===== config.mk =====
export PLATFORM = sky130hd
export DESIGN_NAME = timer_regs_flat
export DESIGN_NICKNAME = d
export VERILOG_FILES = /design/src/sys_pkg.sv /design/src/dev_bus_if.sv /design/src/timer_regs.sv /design/src/flat_wrapper.sv
export SDC_FILE = /design/constraint.sdc
export NUM_CORES = 1
export LEC_CHECK = 0
export ABC_CLOCK_PERIOD_IN_PS = 4900
export BUFFER_PORTS_ARGS = -buffer_cell sky130_fd_sc_hd__buf_4
export CAP_MARGIN = 20
export CORE_MARGIN = 4
export CORE_UTILIZATION = 35
export CTS_CLUSTER_DIAMETER = 50
export CTS_CLUSTER_SIZE = 10
export DETAILED_ROUTE_END_ITERATION = 8
export GPL_TIMING_DRIVEN = 0
export HOLD_SLACK_MARGIN = 0.1
export PLACE_DENSITY = 0.63
export SYNTH_ARGS = -nofsm -noshare
export SYNTH_HDL_FRONTEND = slang
export SYNTH_SLANG_ARGS = --single-unit

===== constraint.sdc =====
create_clock -name clk_i -period 4.9 [get_ports clk_i]
set_clock_uncertainty 0.2 [all_clocks]
set_input_delay 0.98 -clock clk_i [delete_from_list [all_inputs] [get_ports clk_i]]
set_output_delay 0.98 -clock clk_i [all_outputs]
set_load 0.1 [all_outputs]

===== src/sys_pkg.sv =====
`default_nettype none

package sys_pkg;

  // Bus widths
  localparam int DATA_W = 32;
  localparam int ADDR_W = 32;

  // Device indices on the decoder
  localparam int NR_DEVICES  = 3;
  localparam int DEV_RAM     = 0;
  localparam int DEV_SIMCTRL = 1;
  localparam int DEV_TIMER   = 2;

  // Device map, a device matches when (addr & MASK) == BASE
  localparam logic [ADDR_W-1:0] RAM_BASE     = 32'h0010_0000;
  localparam logic [ADDR_W-1:0] RAM_MASK     = ~32'h0000_0fff;
  localparam logic [ADDR_W-1:0] SIMCTRL_BASE = 32'h0002_0000;
  localparam logic [ADDR_W-1:0] SIMCTRL_MASK = ~32'h0000_03ff;
  localparam logic [ADDR_W-1:0] TIMER_BASE   = 32'h0003_0000;
  localparam logic [ADDR_W-1:0] TIMER_MASK   = ~32'h0000_03ff;

  // 4 KB of 32-bit words
  localparam int RAM_WORDS = 1024;

  // Timer register offsets
  localparam logic [ADDR_W-1:0] TIMER_MTIME_LO    = 32'h0;
  localparam logic [ADDR_W-1:0] TIMER_MTIME_HI    = 32'h4;
  localparam logic [ADDR_W-1:0] TIMER_MTIMECMP_LO = 32'h8;
  localparam logic [ADDR_W-1:0] TIMER_MTIMECMP_HI = 32'hc;

  // Simulation control register offsets
  localparam logic [ADDR_W-1:0] SIMCTRL_CHAR = 32'h0;
  localparam logic [ADDR_W-1:0] SIMCTRL_HALT = 32'h8;

endpackage

`default_nettype wire


===== src/dev_bus_if.sv =====
`timescale 1ns/1ps
`default_nettype none

interface dev_bus_if;

  // Request side, driven by the decoder
  logic                      req;
  logic                      we;
  logic [3:0]                be;
  logic [sys_pkg::ADDR_W-1:0] addr;
  logic [sys_pkg::DATA_W-1:0] wdata;

  // Response side, driven by the device one cycle after req
  logic                      rvalid;
  logic [sys_pkg::DATA_W-1:0] rdata;
  logic                      err;

  modport fabric (
    output req, we, be, addr, wdata,
    input  rvalid, rdata, err
  );

  modport device (
    input  req, we, be, addr, wdata,
    output rvalid, rdata, err
  );

endinterface

`default_nettype wire


===== src/timer_regs.sv =====
`timescale 1ns/1ps
`default_nettype none

module timer_regs (
  input  logic                       clk_i,
  input  logic                       reset_i,
  dev_bus_if.device                  bus_i,
  input  logic [63:0]                mtime_i,
  output logic                       load_lo_o,
  output logic                       load_hi_o,
  output logic [sys_pkg::DATA_W-1:0] load_data_o,
  output logic [63:0]                mtimecmp_o
);

  logic [sys_pkg::ADDR_W-1:0] offset;
  logic [sys_pkg::DATA_W-1:0] rd_data;
  logic                       offset_ok;
  logic                       wr;
  logic [63:0]                mtimecmp_q;
  logic                       rvalid_q;
  logic                       err_q;
  logic [sys_pkg::DATA_W-1:0] rdata_q;

  assign offset = bus_i.addr & ~sys_pkg::TIMER_MASK;
  assign wr     = bus_i.req & bus_i.we;

  // Register select and read mux
  always_comb begin
    offset_ok = 1'b1;
    case (offset)
      sys_pkg::TIMER_MTIME_LO:    rd_data = mtime_i[31:0];
      sys_pkg::TIMER_MTIME_HI:    rd_data = mtime_i[63:32];
      sys_pkg::TIMER_MTIMECMP_LO: rd_data = mtimecmp_q[31:0];
      sys_pkg::TIMER_MTIMECMP_HI: rd_data = mtimecmp_q[63:32];
      default: begin
        rd_data   = '0;
        offset_ok = 1'b0;
      end
    endcase
  end

  // Time writes go to the core as a load strobe in the request cycle
  assign load_lo_o   = wr & (offset == sys_pkg::TIMER_MTIME_LO);
  assign load_hi_o   = wr & (offset == sys_pkg::TIMER_MTIME_HI);
  assign load_data_o = bus_i.wdata;

  // Compare value, byte-enabled
  always_ff @(posedge clk_i) begin
    if (reset_i) begin
      mtimecmp_q <= '1;
    end else if (wr) begin
      for (int b = 0; b < 4; b++) begin
        if (bus_i.be[b] && offset == sys_pkg::TIMER_MTIMECMP_LO) begin
          mtimecmp_q[8*b +: 8] <= bus_i.wdata[8*b +: 8];
        end
        if (bus_i.be[b] && offset == sys_pkg::TIMER_MTIMECMP_HI) begin
          mtimecmp_q[32+8*b +: 8] <= bus_i.wdata[8*b +: 8];
        end
      end
    end
  end

  always_ff @(posedge clk_i) begin
    if (reset_i) begin
      rvalid_q <= 1'b0;
      err_q    <= 1'b0;
    end else begin
      rvalid_q <= bus_i.req;
      err_q    <= bus_i.req & ~offset_ok;
    end
  end

  // Read data payload
  always_ff @(posedge clk_i) begin
    if (bus_i.req) begin
      rdata_q <= bus_i.we ? '0 : rd_data;
    end
  end

  assign mtimecmp_o   = mtimecmp_q;
  assign bus_i.rvalid = rvalid_q;
  assign bus_i.rdata  = rdata_q;
  assign bus_i.err    = err_q;

endmodule

`default_nettype wire


===== src/flat_wrapper.sv =====
// flat-port wrapper written by rule: the top's interface ports become plain ports
module timer_regs_flat 
  (clk_i, reset_i, mtime_i, load_lo_o, load_hi_o, load_data_o, mtimecmp_o, bus_i_req, bus_i_we, bus_i_be, bus_i_addr, bus_i_wdata, bus_i_rvalid, bus_i_rdata, bus_i_err);
  dev_bus_if bus_i_i ();
  input  logic clk_i;
  input  logic reset_i;
  input  logic [63:0] mtime_i;
  output logic load_lo_o;
  output logic load_hi_o;
  output logic [sys_pkg::DATA_W-1:0] load_data_o;
  output logic [63:0] mtimecmp_o;
  input wire logic [$bits(bus_i_i.req)-1:0] bus_i_req;
  input wire logic [$bits(bus_i_i.we)-1:0] bus_i_we;
  input wire logic [$bits(bus_i_i.be)-1:0] bus_i_be;
  input wire logic [$bits(bus_i_i.addr)-1:0] bus_i_addr;
  input wire logic [$bits(bus_i_i.wdata)-1:0] bus_i_wdata;
  output wire logic [$bits(bus_i_i.rvalid)-1:0] bus_i_rvalid;
  output wire logic [$bits(bus_i_i.rdata)-1:0] bus_i_rdata;
  output wire logic [$bits(bus_i_i.err)-1:0] bus_i_err;
  assign bus_i_i.req = bus_i_req;
  assign bus_i_i.we = bus_i_we;
  assign bus_i_i.be = bus_i_be;
  assign bus_i_i.addr = bus_i_addr;
  assign bus_i_i.wdata = bus_i_wdata;
  assign bus_i_rvalid = bus_i_i.rvalid;
  assign bus_i_rdata = bus_i_i.rdata;
  assign bus_i_err = bus_i_i.err;
  timer_regs u_core (.clk_i(clk_i), .reset_i(reset_i), .bus_i(bus_i_i), .mtime_i(mtime_i), .load_lo_o(load_lo_o), .load_hi_o(load_hi_o), .load_data_o(load_data_o), .mtimecmp_o(mtimecmp_o));
endmodule

Yosys cells after proc, flatten, opt, wreduce, memory -nomap -nowiden
Index checks and enable logic that the tools add are counted.
- input bits: 136
- register bits after elaboration: 98
- word-level logic and storage cells: 39
- output and inout port bits: 132
- bitwise gates (word level): 5
- reductions and logical operators: 18
- equal/unequal tests: 3
- muxes and demuxes: 2
- operator list (cell ; count):
    $pmux W32 S4 ; 1
    $logic_not A32 Y1 ; 1
    $eq A10 B4 Y1 const B ; 2
    $reduce_and A2 Y1 ; 8
    $eq A10 B3 Y1 const B ; 1
    $logic_and A1 B1 Y1 ; 8
    $and A1 B1 Y1 ; 4
    $reduce_or A4 Y1 ; 1
    $mux W1 ; 1
    $not A1 Y1 ; 1

Logic depth before layout (Yosys ltp)
- depth in word-level cells: 5
- gate-level depth with buffers: 5
- gate-level depth less buffers: 3

Worst setup path before layout
OpenSTA, ideal clock, no wires.
- path kind: input to output
- from: input port bus_i_addr[5]
- to: output port load_lo_o
- setup slack: -0.740 ns
- path buffers: 1
- required time: 3.720 ns
- arrival time: 4.460 ns
- cell stages on the path: 4
- cells stage by stage: nor4_4 -> buf_6 -> nand2_1 -> nor4_1
- cells in the longest elaborated chain, start to end: 2
- RTL lines (element ; RTL line ; text):
    from (decl) ; flat_wrapper.sv:15 ; input wire logic [$bits(bus_i_i.addr)-1:0] bus_i_addr;
    $logic_not A32 Y1 ; timer_regs.sv:43 ; assign load_lo_o = wr & (offset == sys_pkg::TIMER_MTIME_LO);
    $and A1 B1 Y1 ; timer_regs.sv:43 ;
    to (decl) ; flat_wrapper.sv:8 ; output logic load_lo_o;
Every way passes these cells.

Worst setup path after layout
- from: input port bus_i_addr[5]
- to: output port load_hi_o
- cells in the longest elaborated chain, start to end: 2
- RTL lines (element ; RTL line ; text):
    $eq A10 B3 Y1 ; timer_regs.sv:44 ; assign load_hi_o = wr & (offset == sys_pkg::TIMER_MTIME_HI);
    $and A1 B1 Y1 ; timer_regs.sv:44 ;
    to (decl) ; flat_wrapper.sv:9 ; output logic load_hi_o;
Every way passes these cells.

==> flow_summary.html <==
<table>
<tr><th>Metric</th><th>Value</th></tr>
<tr><th colspan="2">Outcome</th></tr>
<tr><td>Result of the run</td><td>finished, final reports clean</td></tr>
<tr><th colspan="2">Clock tree</th></tr>
<tr><td>Clock sink count</td><td>98</td></tr>
<tr><td>Hold-fix buffers at CTS</td><td>0</td></tr>
<tr><td>Number of buffers between clock root and the deepest sink</td><td>2</td></tr>
<tr><td>Gates resized, CTS repair</td><td>0</td></tr>
<tr><td>Clock transition at the registers of the reported paths</td><td>0.06 ns</td></tr>
<tr><td>Number of H-tree levels</td><td>3</td></tr>
<tr><td>TritonCTS buffer count</td><td>9</td></tr>
<tr><td>Clk_lat worst skew</td><td>0.34 ns</td></tr>
<tr><td>Clock Tree Root</td><td>sky130_fd_sc_hd__clkbuf_16</td></tr>
<tr><td>Post-CTS setup buffers</td><td>0</td></tr>
<tr><td>Clock tree from TritonCTS</td><td>built</td></tr>
<tr><th colspan="2">Logic synthesis</th></tr>
<tr><td>Number of enable-type register cells in the synthesized netlist</td><td>32</td></tr>
<tr><td>Sequential fraction of the synthesis area</td><td>0.463</td></tr>
<tr><td>Area share of and/or/nand/nor cells after synthesis</td><td>0.173</td></tr>
<tr><td>Warnings from Yosys</td><td>0</td></tr>
<tr><td>Share of synthesized area spent on multiplexers</td><td>0.276</td></tr>
<tr><td>Adder-cell area share of the yosys netlist</td><td>0</td></tr>
<tr><td>Top_reg_cell synth</td><td>sky130_fd_sc_hd__dfxtp_1</td></tr>
<tr><td>Most frequently used cell type in the post-synthesis netlist</td><td>sky130_fd_sc_hd__nor2_1</td></tr>
<tr><td>Dominant combinational cell family by area after synthesis</td><td>multiplexers</td></tr>
<tr><td>Compound-gate portion of the synthesized area</td><td>0</td></tr>
<tr><td>Net count after synthesis</td><td>535</td></tr>
<tr><td>Syn_area_per_cell</td><td>between 10 and 15 um2</td></tr>
<tr><td>Yosys reg bits</td><td>98</td></tr>
<tr><td>Library cells used by synthesis</td><td>20</td></tr>
<tr><td>Post-synth top area share</td><td>0.268</td></tr>
<tr><td>Summed instance area of the synthesized netlist</td><td>0.00493 mm2</td></tr>
<tr><td>Area share of xor/xnor cells in the synthesized design</td><td>0</td></tr>
<tr><td>Leading post-synthesis cells by cell area</td><td>sky130_fd_sc_hd__dfxtp_1, sky130_fd_sc_hd__edfxtp_1, sky130_fd_sc_hd__mux4_2</td></tr>
<tr><td>Most frequent cells after synthesis</td><td>sky130_fd_sc_hd__nor2_1, sky130_fd_sc_hd__dfxtp_1, sky130_fd_sc_hd__mux2i_1, sky130_fd_sc_hd__buf_4, sky130_fd_sc_hd__nor2b_1</td></tr>
<tr><td>Async SR Flop Fraction</td><td>0</td></tr>
<tr><td>Most area-hungry cell type in the Yosys netlist</td><td>sky130_fd_sc_hd__dfxtp_1</td></tr>
<tr><td>Gate Count Post-Synth</td><td>399</td></tr>
<tr><th colspan="2">Pwr</th></tr>
<tr><td>Seq pwr share</td><td>0.435</td></tr>
<tr><td>Net switching share of the total power</td><td>0.289</td></tr>
<tr><td>Cell internal power dissipation</td><td>1390 uW</td></tr>
<tr><td>Comb pwr share</td><td>0.214</td></tr>
<tr><td>Leakage power summed over all cells</td><td>between 0.003 and 0.004 uW</td></tr>
<tr><td>Clock network fraction of total power</td><td>0.350</td></tr>
<tr><td>Maximum vdd ir drop</td><td>161 uV</td></tr>
<tr><td>P_sw</td><td>about 560 uW</td></tr>
<tr><td>Power density relative to cell area</td><td>approximately 270 mW/mm2</td></tr>
<tr><th colspan="2">Global routing</th></tr>
<tr><td>Combined global-route utilization of all metal layers</td><td>0.180</td></tr>
<tr><td>Initial antenna violation count</td><td>0</td></tr>
<tr><td>First-pass GRT wire length</td><td>around 22 mm</td></tr>
<tr><td>Via count of the first global-routing pass</td><td>4,181</td></tr>
<tr><td>Total gr overflow</td><td>0</td></tr>
<tr><td>Largest net degree at the start of global routing</td><td>37</td></tr>
<tr><th colspan="2">Placed design</th></tr>
<tr><td>Number of buffers added on ports</td><td>roughly 240</td></tr>
<tr><td>Cell Count Post-Placement</td><td>between 800 and 900</td></tr>
<tr><td>Total half-perimeter wirelength after legalization and detailed placement</td><td>11.4 mm</td></tr>
<tr><td>RD Place Congestion</td><td>just under 0.8</td></tr>
<tr><td>Area after detailed placement</td><td>~0.007 mm2</td></tr>
<tr><td>Post-place setup slack</td><td>1.22 ns</td></tr>
<tr><th colspan="2">Timing</th></tr>
<tr><td>Number of failing hold endpoints at the final stage</td><td>0</td></tr>
<tr><td>Maximum clock frequency</td><td>~0.27 GHz</td></tr>
<tr><td>Time the final worst path needs with I/O delays and setup</td><td>between 3 and 4 ns</td></tr>
<tr><td>Actual slew at the worst max-slew pin</td><td>roughly 0.66 ns</td></tr>
<tr><td>Post-route fraction of the period consumed by the critical path</td><td>0.747</td></tr>
<tr><td>Final setup violation count</td><td>0</td></tr>
<tr><td>Final TNS setup</td><td>0 ns</td></tr>
<tr><td>Final-layout worst hold slack</td><td>about 0.34 ns</td></tr>
<tr><td>Unrepaired setup endpoints after global routing</td><td>no</td></tr>
<tr><td>Final max-slew violation count</td><td>0</td></tr>
<tr><td>Worst setup slack after layout</td><td>approximately 1.2 ns</td></tr>
<tr><td>Max-slew headroom</td><td>0.561</td></tr>
<tr><th colspan="2">Layout</th></tr>
<tr><td>Area of the multi-input gates</td><td>roughly 0.0022 mm2</td></tr>
<tr><td>Post-route cell area</td><td>~0.0073 mm2</td></tr>
<tr><td>Relative area change from synthesis to final layout</td><td>47.2%</td></tr>
<tr><td>Net count, final</td><td>roughly 800</td></tr>
<tr><td>Sequential cell area</td><td>about 0.0023 mm2</td></tr>
<tr><td>Count of placed standard cells in the final layout, fillers left out</td><td>between 800 and 900</td></tr>
<tr><td>Number of filler instances in the final layout</td><td>approximately 1,300</td></tr>
<tr><td>Share of cells above drive strength 1</td><td>0.530</td></tr>
<tr><td>Diode insertion count for antenna repair</td><td>0</td></tr>
<tr><th colspan="2">Setup path</th></tr>
<tr><td>Critical path launch point type</td><td>primary input</td></tr>
<tr><td>Number of cells traversed by the worst register-to-register path</td><td>2</td></tr>
<tr><td>Crit path cell chain</td><td>buf_4 &gt; nor4_4 &gt; buf_6 &gt; nand2_1 &gt; nor4b_2 &gt; buf_4</td></tr>
<tr><td>Reg2reg start</td><td>u_core.mtimecmp_o[57]$_SDFFE_PP1P_</td></tr>
<tr><td>Worst path max stage delay</td><td>around 0.36 ns</td></tr>
<tr><td>Critical setup path kind</td><td>primary input to primary output</td></tr>
<tr><td>Critical path peak fanout</td><td>10</td></tr>
<tr><td>CP required</td><td>3.72 ns</td></tr>
<tr><td>Arrival time reported for the critical path endpoint</td><td>approximately 2.5 ns</td></tr>
<tr><td>FF-to-FF End</td><td>u_core.bus_i.rdata[25]$_SDFFCE_PP0P_</td></tr>
<tr><td>Reg-to-reg setup timing slack</td><td>3.49 ns</td></tr>
<tr><td>Cell with the largest stage delay on the worst path</td><td>sky130_fd_sc_hd__nor4_4</td></tr>
<tr><td>CP endpoint kind</td><td>primary output</td></tr>
<tr><td>Most frequent CP cell</td><td>sky130_fd_sc_hd__buf_4</td></tr>
<tr><th colspan="2">Routing</th></tr>
<tr><td>Number of detailed-routing iterations run before antenna repair</td><td>4</td></tr>
<tr><td>Met3 WL post-DR</td><td>1.02 mm</td></tr>
<tr><td>DR top layer</td><td>met4</td></tr>
<tr><td>Number of vias per cell after detailed routing</td><td>about 4.8</td></tr>
<tr><td>Routed length on met2</td><td>between 7 and 8 mm</td></tr>
<tr><td>Count of antenna-violating nets left after detailed routing</td><td>0</td></tr>
<tr><td>DRC violation total after the first TritonRoute iteration</td><td>roughly 130</td></tr>
<tr><td>Post-detailed-route wirelength per cell</td><td>around 18 um</td></tr>
<tr><td>Routed via count</td><td>4,012</td></tr>
<tr><td>Metal1 wirelength</td><td>approximately 6.2 mm</td></tr>
<tr><td>Sum of routed wire length over all layers</td><td>about 15 mm</td></tr>
<tr><td>DRC violations left</td><td>0</td></tr>
<tr><th colspan="2">Min path</th></tr>
<tr><td>Startpoint of the worst hold path</td><td>u_core.mtimecmp_o[45]$_SDFFE_PP1P_</td></tr>
<tr><td>HP Class</td><td>flop to flop</td></tr>
<tr><td>Hold worst-path end</td><td>u_core.mtimecmp_o[45]$_SDFFE_PP1P_</td></tr>
<tr><td>Hold-critical path depth</td><td>2</td></tr>
<tr><th colspan="2">Floorplan</th></tr>
<tr><td>Count of boundary I/O pins</td><td>around 270</td></tr>
<tr><td>Initial core utilization</td><td>0.357</td></tr>
<tr><td>Area of the placeable core</td><td>0.0138 mm2</td></tr>
<tr><td>Number of rows created at floorplan</td><td>43</td></tr>
<tr><td>Horizontal die dimension</td><td>about 130 um</td></tr>
<tr><td>Full die area</td><td>between 0.015 and 0.02 mm2</td></tr>
<tr><td>Height of the die</td><td>127 um</td></tr>
<tr><th colspan="2">Run</th></tr>
<tr><td>Max Cap Viol</td><td>0</td></tr>
</table>
==> layout by cell type (no fill, tap or decap), drive strengths merged <==
cell type    n
nor2b       33
nor2        96
nor4         3
clkinv       3
and4         1
buf        291
edfxtp      32
and2         1
and4b        1
nor4b        1
mux2i       64
mux4        32
nand3b       1
nand2        2
dfxtp       66
clkbuf      21
bufinv       1
nand4        8
==> stage by stage <==
stage	power [uW]	utilization
floorplan	1150	-
global placement	1290	0.505
detailed placement	1290	0.505
CTS	1980	0.525
global route	2020	0.525
finish	1950	0.525
==> critical path, delay by kind of cell <==
kind	cells	cell delay, ns
buffers and inverters	3	0.72
and+or+nand+nor	3	0.77
==> metal layers <==
metal,track usage,vias to the layer above
met5,0,-
met4,0.0631,0
met3,0.0400,17
met2,0.311,157
met1,0.222,1945
li1,-,1893
==> worst max-delay path by stage <==
stage / cells after the start / end / startpoint
2_1_floorplan: 4 / load_hi_o / bus_i_addr[5]
3_3_place_gp: 6 / load_hi_o / bus_i_addr[5]
3_5_place_dp: 6 / load_hi_o / bus_i_addr[5]
4_1_cts: 6 / load_hi_o / bus_i_addr[5]
5_1_grt: 6 / load_hi_o / bus_i_addr[5]
6_report: 6 / load_hi_o / bus_i_addr[5]
==> state kept, by name, indices dropped and copies added (netlist names) <==
signal / cells
u_core.bus_i.err: 1
u_core.mtimecmp_o: 64
u_core.bus_i.rvalid: 1
u_core.bus_i.rdata: 32
==> area by class of cell <==
cell class                 instances  share of cell area
sequential                        98               0.314
buffer                            58              0.0596
timing repair buffer             242               0.250
tap                              180              0.0310
clock buffer                      12              0.0326
multi-input combinational        243               0.306
clock inverter                     4             0.00603
==> kinds of logic after synthesis <==
logic type,count (synthesis)
buffers and inverters,58
flip-flops,98
multiplexers,96
AND/OR/NAND/NOR,147
==> power by group through the flow <==
stage | logic (uW) | registers [uW] | clock network, uW
final | 419 | 849 | 684
after global routing | 437 | 850 | 737
after CTS | 423 | 849 | 704
after detailed placement | 423 | 868 | 0
after global placement | 419 | 867 | 0
after floorplan | 203 | 946 | 0
Power figures use the tool's default switching activity.
