$ cat src/sys_pkg.sv
`default_nettype none

package sys_pkg;

  // Bus widths
  localparam int DATA_W = 32;
  localparam int ADDR_W = 32;

  // Device indices on the decoder
  localparam int NR_DEVICES  = 3;
  localparam int DEV_RAM     = 0;
  localparam int DEV_SIMCTRL = 1;
  localparam int DEV_TIMER   = 2;

  // Device map, a device matches when (addr & MASK) == BASE
  localparam logic [ADDR_W-1:0] RAM_BASE     = 32'h0010_0000;
  localparam logic [ADDR_W-1:0] RAM_MASK     = ~32'h0000_0fff;
  localparam logic [ADDR_W-1:0] SIMCTRL_BASE = 32'h0002_0000;
  localparam logic [ADDR_W-1:0] SIMCTRL_MASK = ~32'h0000_03ff;
  localparam logic [ADDR_W-1:0] TIMER_BASE   = 32'h0003_0000;
  localparam logic [ADDR_W-1:0] TIMER_MASK   = ~32'h0000_03ff;

  // 4 KB of 32-bit words
  localparam int RAM_WORDS = 1024;

  // Timer register offsets
  localparam logic [ADDR_W-1:0] TIMER_MTIME_LO    = 32'h0;
  localparam logic [ADDR_W-1:0] TIMER_MTIME_HI    = 32'h4;
  localparam logic [ADDR_W-1:0] TIMER_MTIMECMP_LO = 32'h8;
  localparam logic [ADDR_W-1:0] TIMER_MTIMECMP_HI = 32'hc;

  // Simulation control register offsets
  localparam logic [ADDR_W-1:0] SIMCTRL_CHAR = 32'h0;
  localparam logic [ADDR_W-1:0] SIMCTRL_HALT = 32'h8;

endpackage

`default_nettype wire

$ cat src/dev_bus_if.sv
`timescale 1ns/1ps
`default_nettype none

interface dev_bus_if;

  // Request side, driven by the decoder
  logic                      req;
  logic                      we;
  logic [3:0]                be;
  logic [sys_pkg::ADDR_W-1:0] addr;
  logic [sys_pkg::DATA_W-1:0] wdata;

  // Response side, driven by the device one cycle after req
  logic                      rvalid;
  logic [sys_pkg::DATA_W-1:0] rdata;
  logic                      err;

  modport fabric (
    output req, we, be, addr, wdata,
    input  rvalid, rdata, err
  );

  modport device (
    input  req, we, be, addr, wdata,
    output rvalid, rdata, err
  );

endinterface

`default_nettype wire

$ cat src/sim_ctrl.sv
`timescale 1ns/1ps
`default_nettype none

module sim_ctrl (
  input  logic       clk_i,
  input  logic       reset_i,
  dev_bus_if.device  bus_i,
  output logic       char_valid_o,
  output logic [7:0] char_o,
  output logic       halt_o
);

  logic [sys_pkg::ADDR_W-1:0] offset;
  logic                       is_char;
  logic                       is_halt;
  logic                       char_valid_q;
  logic [7:0]                 char_q;
  logic                       halt_q;
  logic                       rvalid_q;
  logic                       err_q;

  assign offset  = bus_i.addr & ~sys_pkg::SIMCTRL_MASK;
  assign is_char = (offset == sys_pkg::SIMCTRL_CHAR);
  assign is_halt = (offset == sys_pkg::SIMCTRL_HALT);

  always_ff @(posedge clk_i) begin
    if (reset_i) begin
      char_valid_q <= 1'b0;
      halt_q       <= 1'b0;
      rvalid_q     <= 1'b0;
      err_q        <= 1'b0;
    end else begin
      char_valid_q <= bus_i.req & bus_i.we & is_char;
      // Sticky until reset
      if (bus_i.req && bus_i.we && is_halt && bus_i.wdata[0]) begin
        halt_q <= 1'b1;
      end
      rvalid_q <= bus_i.req;
      err_q    <= bus_i.req & ~(is_char | is_halt);
    end
  end

  // Character byte, held between writes
  always_ff @(posedge clk_i) begin
    if (bus_i.req && bus_i.we && is_char) begin
      char_q <= bus_i.wdata[7:0];
    end
  end

  assign char_valid_o = char_valid_q;
  assign char_o       = char_q;
  assign halt_o       = halt_q;

  // Registers are write-only, reads see zero
  assign bus_i.rvalid = rvalid_q;
  assign bus_i.rdata  = '0;
  assign bus_i.err    = err_q;

endmodule

`default_nettype wire

$ cat src/flat_wrapper.sv
// flat-port wrapper written by rule: the top's interface ports become plain ports
module sim_ctrl_flat 
  (clk_i, reset_i, char_valid_o, char_o, halt_o, bus_i_req, bus_i_we, bus_i_be, bus_i_addr, bus_i_wdata, bus_i_rvalid, bus_i_rdata, bus_i_err);
  dev_bus_if bus_i_i ();
  input  logic clk_i;
  input  logic reset_i;
  output logic char_valid_o;
  output logic [7:0] char_o;
  output logic halt_o;
  input wire logic [$bits(bus_i_i.req)-1:0] bus_i_req;
  input wire logic [$bits(bus_i_i.we)-1:0] bus_i_we;
  input wire logic [$bits(bus_i_i.be)-1:0] bus_i_be;
  input wire logic [$bits(bus_i_i.addr)-1:0] bus_i_addr;
  input wire logic [$bits(bus_i_i.wdata)-1:0] bus_i_wdata;
  output wire logic [$bits(bus_i_i.rvalid)-1:0] bus_i_rvalid;
  output wire logic [$bits(bus_i_i.rdata)-1:0] bus_i_rdata;
  output wire logic [$bits(bus_i_i.err)-1:0] bus_i_err;
  assign bus_i_i.req = bus_i_req;
  assign bus_i_i.we = bus_i_we;
  assign bus_i_i.be = bus_i_be;
  assign bus_i_i.addr = bus_i_addr;
  assign bus_i_i.wdata = bus_i_wdata;
  assign bus_i_rvalid = bus_i_i.rvalid;
  assign bus_i_rdata = bus_i_i.rdata;
  assign bus_i_err = bus_i_i.err;
  sim_ctrl u_core (.clk_i(clk_i), .reset_i(reset_i), .bus_i(bus_i_i), .char_valid_o(char_valid_o), .char_o(char_o), .halt_o(halt_o));
endmodule
$ cat config.mk
export PLATFORM = sky130hd
export DESIGN_NAME = sim_ctrl_flat
export DESIGN_NICKNAME = d
export VERILOG_FILES = /design/src/sys_pkg.sv /design/src/dev_bus_if.sv /design/src/sim_ctrl.sv /design/src/flat_wrapper.sv
export SDC_FILE = /design/constraint.sdc
export NUM_CORES = 1
export LEC_CHECK = 0
export ABC_AREA = 0
export BUFFER_PORTS_ARGS = -buffer_cell sky130_fd_sc_hd__buf_2
export CAP_MARGIN = 0
export CORE_MARGIN = 3
export CORE_UTILIZATION = 28
export DETAILED_ROUTE_END_ITERATION = 12
export GPL_TIMING_DRIVEN = 0
export PLACE_DENSITY = 0.83
export SYNTH_ARGS = -nofsm -noshare
export SYNTH_HDL_FRONTEND = slang
export SYNTH_SLANG_ARGS = --single-unit
$ cat constraint.sdc
create_clock -name clk_i -period 3.73 [get_ports clk_i]
set_input_delay 0.746 -clock clk_i [delete_from_list [all_inputs] [get_ports clk_i]]
set_output_delay 0.746 -clock clk_i [all_outputs]
set_load 0.02 [all_outputs]
* Word level (Yosys, flattened, before mapping)
Index checks and enable logic that the tools add are counted.
Cells by class: eq/ne operators 1, reductions and logical operators 5, bitwise logic cells 5
Operators with widths (number):
- $logic_not 32->1 | 1
- $eq 10x4->1 const B | 1
- $logic_and 1x1->1 | 4
- $and 1x1->1 | 3
- $not 1->1 | 1
- $or 1x1->1 | 1
Word-level totals: output and inout bits 44, word-level logic and storage cells 16, input port bits 72, register bits 12

* Logic depth before layout (Yosys ltp)
Gate-level depths: netlist of the first run.
depth after elaboration 4, gate-level depth with buffers 3, gate-level depth less buffers 3

* Worst setup path after synthesis of the first run
OpenSTA, ideal clock, no wires.
path kind input to register, start point in bus_i_addr[6], end point reg u_core.char_q[0] (netlist: u_core.char_o[0]) (enable), stages 3, arrival time 1.785 ns, data required time 3.347 ns, library setup time 0.383 ns, buffers on the path 0, slack 1.562 ns, cells stage by stage nor4_4 > nand3_2 > nor3_1
On the way: word-level cells in the longest chain between the ends 2
Ends and longest elaborated chain:
- start, declared | line flat_wrapper.sv:13 | input wire logic [$bits(bus_i_i.addr)-1:0] bus_i_addr;
- $logic_not 32->1 | line sim_ctrl.sv:23 | assign is_char = (offset == sys_pkg::SIMCTRL_CHAR);
- $logic_and 1x1->1 | line sim_ctrl.sv:45 | if (bus_i.req && bus_i.we && is_char) begin
- end signal, assigned | line sim_ctrl.sv:46 | char_q <= bus_i.wdata[7:0];
- end, declared | line sim_ctrl.sv:17 | logic [7:0] char_q;
No other way between the ends. A chain may end at the register's enable or synchronous reset.

* Worst setup path after layout of the first run
start point in bus_i_addr[6], end point reg u_core.char_q[4] (netlist: u_core.char_o[4]) (enable)
Same word-level chain as after synthesis.

==> results.cfg, run 1 <==
[outcome]
outcome = finished clean

[yosys]
synth_top_cell_by_area = buf_4
ys_ff_latch = 12
ys_seq_area_share_pct = 48.4
synthTopCellsByArea = buf_4 36%, edfxtp_1 36%, dfxtp_1 12%, nor4_4 3.2%, and4bb_1 1.9%
synth-edff-count = 8
ys_warn_count = 0
syn_area_sq_um = 662
synthArstFlopShare_pct = 0
ys_types = 16
synth.avg_cell_area_sq_um = 11.4
syn_inst = 58
synth_flop_cell = edfxtp_1
yosysMostFrequentCell = buf_4
synthTopCellsByCount = 32 x buf_4, 8 x edfxtp_1, 4 x dfxtp_1
yosysTopAreaCellShare_pct = 36.3

[sta]
setup_viol = 0
fmax_mhz = 442
period_needed_ns = 2.26
slew_headroom_pct = 28.8
worstMarginPinSlew_ns = 1.06
finalHoldViolCount = 0
final.setup_skew_ns = 0
slew_viol_final = 0
setup_ws_ns = 1.47
min_period_over_period_pct = 60.7
rsz0062_at_grt = false
setup_tns_ns = 0

[clocking]
cts_max_level = 1
cts_root_buf = clkbuf_4
path_clk_slew_ns = 0.07
clock_sinks = 12
postCtsSetupBuffers = 0
cts_buffer_depth = 2
clk_latency_ns = 0.26
ctsHoldBuffers = 0
cts_made_buffers = 3
cts_tree = done
cts-resized-gates = 0

[pwr]
clkPwrFrac_pct = 31.5
power.internal_w = 0.000234
seqPwrFrac_pct = 45.1
switching_share_pct = 26.0
power.density_mw_per_mm2 = 312
combPwrFrac_pct = 23.4
peakVddDrop_uv = 147
p_leak_nw = 0.564
p_total_w = 0.000317
p_switching_w = 0.0000822

[min_path]
min_from = u_core.halt_o
worstHoldPathType = register to register

[global_route]
grt_pass1_wl_um = 1680
grt_pass1_vias = 445
grt_usage_pct = 8.13
grt_max_degree = 9
grt_overflow = 0
antenna_found_initial = 0

[routing]
vias = 504
antenna_left = 0
routed_wl_um = 1320
first_pass_iters = 1
drt_iter0_drc = 0
vias_per_cell = 3.29
wl_per_cell_um = 8.63
drc_errors = 0

[finish]
drive_gt1_share_pct = 56.3
final_cells = 153
n_antenna_cell = 0
final_area_sq_mm = 0.00101
fillers = 201
area_growth_pct = 53.1
nets = 199

[worst_setup_path]
start_kind = primary input
cp_slowest_cell = nor3_1
crit_chain = buf_2 > nor4_4 > nand3_2 > nor3_1
regToRegStartpoint = u_core.halt_o
startpoint = bus_i_addr[6]
crit_required_ns = 3.62
worstSetupEndpointType = register
cp_top_family = simple AND/OR/NAND/NOR gates
crit_buf_inv = 1
cp_max_fo = 8
cpPeakStageDelay_ns = 0.86
arrival_ns = 2.15
path_class = primary input to register

[die]
die-area_sq_mm = 0.00298
die_x_um = 54.6
rows = 16
coreArea_sq_mm = 0.00210
floorplan.initialDensity_pct = 31.5
die_h_um = 54.6
io_pins = 116

[placed_design]
numPortBuffers = 33
place_ws_ns = 1.11
placed_area_sq_um = 977
placed_cells = 149
dp_hpwl_um = 1220
gp_congestion = 0.671

[job]
drv_cap = 0
-- cells by family (layout without fill, tap and decap cells) --
logic type / after synthesis / after routing / share of synthesized area, %
AO/OA/AOI/OAI: 1 / 1 / 0.755
buffers and inverters: 33 / 70 / 36.9
flip-flops: 12 / 12 / 48.4
other: 1 / 32 / 0.567
AND/OR/NAND/NOR: 11 / 11 / 13.4
-- per-stage QoR --
step	hold slack [ns]	util, %
final	0.456	48.2
after detailed placement	0.442	46.5
after floorplan	0.516	-
after global placement	0.433	46.5
after CTS	0.455	48.2
after global routing	0.478	48.2
-- layout by cell type (no fill, tap or decap), drive strengths merged --
cell and n:
buf 65, conb 32, edfxtp 8, dfxtp 4, clkbuf 4, nor3 2, nor2 1, nor4 1
nand3 1, nand2 1, nor2b 1, and4bb 1, and2 1, inv 1, and4 1, nand4 1
a21oi 1
-- state kept, by name (all words and copies together), names as in the netlist --
signal / flops
u_core.bus_i.err: 1
u_core.bus_i.rvalid: 1
u_core.char_o: 8
u_core.char_valid_o: 1
u_core.halt_o: 1
-- metal layers --
metal	share of wire (%)	wire length, um	GRT usage (%)	vias to the layer above
met5	0	0	0	-
met4	0	0	6.22	0
met3	18	235	2.72	0
met2	42	557	11.4	49
met1	40	526	10.0	190
li1	-	-	-	265
-- power groups by stage --
stage / logic (W) / clock network [W] / registers [W]
final: 0.0000741 / 0.0000997 / 0.000143
after CTS: 0.0000727 / 0.000105 / 0.000143
after global routing: 0.0000801 / 0.000112 / 0.000143
after floorplan: 0.0000567 / 0 / 0.000147
after detailed placement: 0.0000726 / 0 / 0.000146
after global placement: 0.0000720 / 0 / 0.000146
-- final cells by class --
cell class,count,area (sq um),share of cell area (%)
Sequential cell,12,320,31.6
Inverter,1,3.75,0.370
Timing Repair Buffer,33,165,16.3
Buffer,32,240,23.7
Clock buffer,4,36.3,3.58
Multi-Input combinational cell,44,214,21.1
Tap cell,27,33.8,3.33
-- worst reg2reg max path: cells and delay by family, from the launching register on --
family	cells	cell delay, ns
buf+inv	1	0.04
flops	1	0.34
compound gates	1	0.11
-- worst paths after layout --
| path | endpoint | slack, ns | cells after the start |
|---|---|---|---|
| setup / recovery | u_core.char_o[4] | 1.47 | 4 |
| hold / removal | u_core.halt_o | 0.46 | 2 |
| setup reg to reg | u_core.halt_o | 3.18 | 2 |
| hold reg to reg | u_core.halt_o | 0.46 | 2 |
(Power assumes the default switching activity.)
==> run 2, diff against run 1 <==
CORE_UTILIZATION = 24   (was 28)
PLACE_DENSITY = 0.76   (was 0.83)
clock period = 1.9 ns   (was 3.73 ns; I/O delays follow)
==> results.cfg, run 2 (synthesized netlist as in run 1, its figures left out) <==
[pwr]
switching_share_pct = 26.8
seqPwrFrac_pct = 44.6
power.internal_w = 0.000460
p_total_w = 0.000629
power.density_mw_per_mm2 = 615
peakVddDrop_uv = 275
combPwrFrac_pct = 23.5
p_leak_nw = 0.564
p_switching_w = 0.000169
clkPwrFrac_pct = 31.9

[sta]
final.setup_skew_ns = 0
worstMarginPinSlew_ns = 0.681
period_needed_ns = 1.63
finalHoldViolCount = 0
slew_headroom_pct = 54.3
rsz0062_at_grt = false
setup_viol = 0
fmax_mhz = 615
setup_tns_ns = 0
min_period_over_period_pct = 85.6
slew_viol_final = 0

[placed_design]
placed_area_sq_um = 981
numPortBuffers = 33
gp_congestion = 0.685
dp_hpwl_um = 1310

[routing]
antenna_left = 0
drt_iter0_drc = 2
first_pass_iters = 3
vias_per_cell = 3.38
wl_per_cell_um = 9.21
drc_errors = 0
routed_wl_um = 1440
vias = 528

[die]
die_h_um = 58.5
rows = 18
die_x_um = 58.5
floorplan.initialDensity_pct = 26.0
coreArea_sq_mm = 0.00254
die-area_sq_mm = 0.00342
io_pins = 116

[worst_setup_path]
cp_max_fo = 8
worstReg2RegEnd = u_core.halt_o
arrival_ns = 1.53
startpoint = bus_i_addr[5]
reg2reg_setup_slack_ns = 1.36
crit_required_ns = 1.80
r2r_cells = 2
start_kind = primary input
path_class = primary input to register
endpoint = u_core.char_o[7]
worstSetupEndpointType = register
regToRegStartpoint = u_core.halt_o

[global_route]
antenna_found_initial = 0
grt_pass1_wl_um = 2140
grt_pass1_vias = 536
grt_overflow = 0
grt_max_degree = 9
grt_usage_pct = 8.21

[finish]
n_antenna_cell = 0
final_common_cell = buf_2
area_growth_pct = 54.4
drive_gt1_share_pct = 57.1
final_area_sq_mm = 0.00102
nets = 199
fillers = 257
mostFrequentLayoutCells = 33 x buf_2, 32 x buf_4, 32 x conb_1
register_area_sq_um = 320
largest_reg_flops = 8
multi_input_area_sq_um = 219

[clocking]
cts_buffer_depth = 2
cts_tree = done
path_clk_slew_ns = 0.08
cts_max_level = 1
postCtsSetupBuffers = 0
clock_sinks = 12
cts_made_buffers = 3
cts_root_buf = clkbuf_4
clk_latency_ns = 0.26

[outcome]
outcome = finished clean

[job]
drv_cap = 0

[min_path]
worstHoldPathType = primary input to register
==> run 2: cell counts in the layout (fill, tap and decap cells not counted) <==
Identical to the previous run, type by type.
==> run 2: power by group through the flow <==
stage / logic [W] / registers (W) / clock network, W
floorplan: 0.000111 / 0.000290 / 0
global placement: 0.000142 / 0.000286 / 0
detailed placement: 0.000144 / 0.000286 / 0
CTS: 0.000144 / 0.000280 / 0.000205
global route: 0.000159 / 0.000281 / 0.000220
finish: 0.000148 / 0.000280 / 0.000201
==> run 2: how the worst min path moves through the flow <==
stage / end / slack (ns) / startpoint / cells after the start
6_report: u_core.halt_o / 0.28 / reset_i / 2
5_1_grt: u_core.halt_o / 0.26 / reset_i / 2
2_1_floorplan: u_core.halt_o / 0.45 / reset_i / 1
4_1_cts: u_core.halt_o / 0.27 / reset_i / 2
3_3_place_gp: u_core.halt_o / 0.43 / u_core.halt_o / 2
3_5_place_dp: u_core.halt_o / 0.44 / u_core.halt_o / 2
==> run 2: critical path, cell delays in order <==
cell and delay [ns]:
buf_2 0.09, nor3_1 0.33, nand3_2 0.14, nor3_2 0.58
==> run 2: through the flow <==
step	std cells	hold slack (ns)	util [%]	setup WS, ns
after floorplan	89	0.449	-	0.0981
after global placement	152	0.434	38.5	-0.224
after detailed placement	152	0.445	38.5	-0.370
after CTS	156	0.268	40.2	0.279
after global routing	156	0.264	40.2	0.190
final	156	0.277	40.2	0.273
==> run 2: layout make-up <==
type                            count  area share [%]
Tap cell                           30            3.67
Multi-Input combinational cell     44            21.4
Sequential cell                    12            31.3
Clock buffer                        4            3.55
Inverter                            1           0.367
Timing Repair Buffer               33            16.2
Buffer                             32            23.5
==> run 2: timing repair <==
action | 4_1_cts | 5_1_grt
gates resized for setup | 1 | 0
setup endpoints to repair | 8 | 0
hold buffers | 0 | 0
==> run 2: layer usage <==
metal / vias to the layer above / track usage, % / wire length [um]
li1: 263 / - / -
met1: 218 / 8.05 / 455
met2: 47 / 15.3 / 710
met3: 0 / 3.29 / 270
met4: 0 / 2.98 / 0
met5: - / 0 / 0
==> run 3, diff against run 2 <==
CTS_CLUSTER_DIAMETER = 60   (was unset)
PLACE_DENSITY = 0.88   (was 0.76)
TNS_END_PERCENT = 50   (was unset)
==> results.cfg, run 3 (synthesized netlist as in run 1, its figures left out) <==
[outcome]
outcome = finished clean

[clocking]
cts_made_buffers = 3
cts_buffer_depth = 2
cts_max_level = 1
ctsHoldBuffers = 0
clock_sinks = 12
cts_root_buf = clkbuf_4
path_clk_slew_ns = 0.07
clk_latency_ns = 0.25
postCtsSetupBuffers = 0
cts_tree = done
cts-resized-gates = 1

[pwr]
seqPwrFrac_pct = 48.4
peakVddDrop_uv = 308
power.density_mw_per_mm2 = 573
switching_share_pct = 26.7
p_leak_nw = 0.558
clkPwrFrac_pct = 26.3
power.internal_w = 0.000425
combPwrFrac_pct = 25.3
p_switching_w = 0.000155

[routing]
antenna_left = 0
first_pass_iters = 2
drt_iter0_drc = 4
drc_errors = 0
vias_per_cell = 3.17
wl_per_cell_um = 8.30
routed_wl_um = 1300
vias = 495

[global_route]
grt_usage_pct = 6.99
grt_max_degree = 9
antenna_found_initial = 0
grt_pass1_wl_um = 1680
grt_pass1_vias = 418
grt_overflow = 0

[finish]
final_area_sq_mm = 0.00101
drive_gt1_share_pct = 56.3
final_cells = 156
largest_reg_flops = 8
final_common_cell = buf_2
register_area_sq_um = 320
area_growth_pct = 52.9
multi_input_area_sq_um = 219
fin_util_pct = 39.8
n_antenna_cell = 0
fillers = 273
mostFrequentLayoutCells = 33 x buf_2, 32 x buf_4, 32 x conb_1
nets = 199

[die]
coreArea_sq_mm = 0.00254
die_x_um = 58.5
floorplan.initialDensity_pct = 26.0
rows = 18
io_pins = 116
die_h_um = 58.5
die-area_sq_mm = 0.00342

[worst_setup_path]
worstSetupEndpointType = register
start_kind = primary input
cp_max_fo = 8
crit_chain = buf_2 > nor4_4 > nand3_2 > nor3_2
startpoint = bus_i_addr[6]
regToRegStartpoint = u_core.halt_o
path_class = primary input to register
cpPeakStageDelay_ns = 0.53
r2r_cells = 2
crit_required_ns = 1.79
arrival_ns = 1.47
cp_slowest_cell = nor3_2

[job]
drv_cap = 0

[sta]
finalHoldViolCount = 0
rsz0062_at_grt = false
worstMarginPinSlew_ns = 0.610
final.setup_skew_ns = 0
fmax_mhz = 636
period_needed_ns = 1.57
min_period_over_period_pct = 82.8
holdWs_ns = 0.289
setup_viol = 0
slew_viol_final = 0
slew_headroom_pct = 59.1

[placed_design]
gp_congestion = 0.689
placed_cells = 152
placed_area_sq_um = 981
numPortBuffers = 33

[min_path]
worstHoldPathType = primary input to register
hold_depth = 1
min_from = bus_i_wdata[2]
==> run 3: path summary, 6_finish.rpt <==
check | to | slack [ns]
hold / removal | u_core.char_o[2] | 0.29
hold reg to reg | u_core.halt_o | 0.45
setup / recovery | u_core.char_o[4] | 0.33
setup reg to reg | u_core.halt_o | 1.36
==> run 3: critical path: cells and delay by family <==
family        cells  cell delay (ns)
simple gates      3             0.98
buf+inv           1             0.11
==> run 3: cell type report <==
| cell class | instances | share of cell area (%) |
|---|---|---|
| plain buffers | 32 | 23.7 |
| inverters | 1 | 0.371 |
| multi-input cells | 44 | 21.6 |
| well taps | 30 | 3.71 |
| repair buffers | 33 | 16.3 |
| flip-flops and latches | 12 | 31.6 |
| clock buffers | 4 | 2.60 |
==> run 3: routing by layer <==
layer / track usage, % / up-vias / part of all wire, %
met5: 0 / - / 0
met4: 6.95 / 0 / 1.8
met3: 2.41 / 2 / 12
met2: 13.9 / 32 / 60
met1: 4.59 / 194 / 27
li1: - / 267 / -
==> run 3: power by group through the flow <==
| stage | Sequential [W] | Combinational (W) | Clock, W |
|---|---|---|---|
| after detailed placement | 0.000286 | 0.000143 | 0 |
| after global routing | 0.000280 | 0.000158 | 0.000182 |
| after floorplan | 0.000290 | 0.000111 | 0 |
| final | 0.000280 | 0.000147 | 0.000153 |
| after CTS | 0.000280 | 0.000143 | 0.000161 |
| after global placement | 0.000286 | 0.000141 | 0 |
==> run 3: stage by stage <==
| step | setup TNS [ns] | total power (W) | worst slack [ns] |
|---|---|---|---|
| 5_1_grt | 0 | 0.000620 | 0.272 |
| 6_report | 0 | 0.000580 | 0.327 |
| 2_1_floorplan | 0 | 0.000401 | 0.0981 |
| 3_3_place_gp | -1.79 | 0.000427 | -0.224 |
| 4_1_cts | 0 | 0.000584 | 0.320 |
| 3_5_place_dp | -2.41 | 0.000429 | -0.301 |
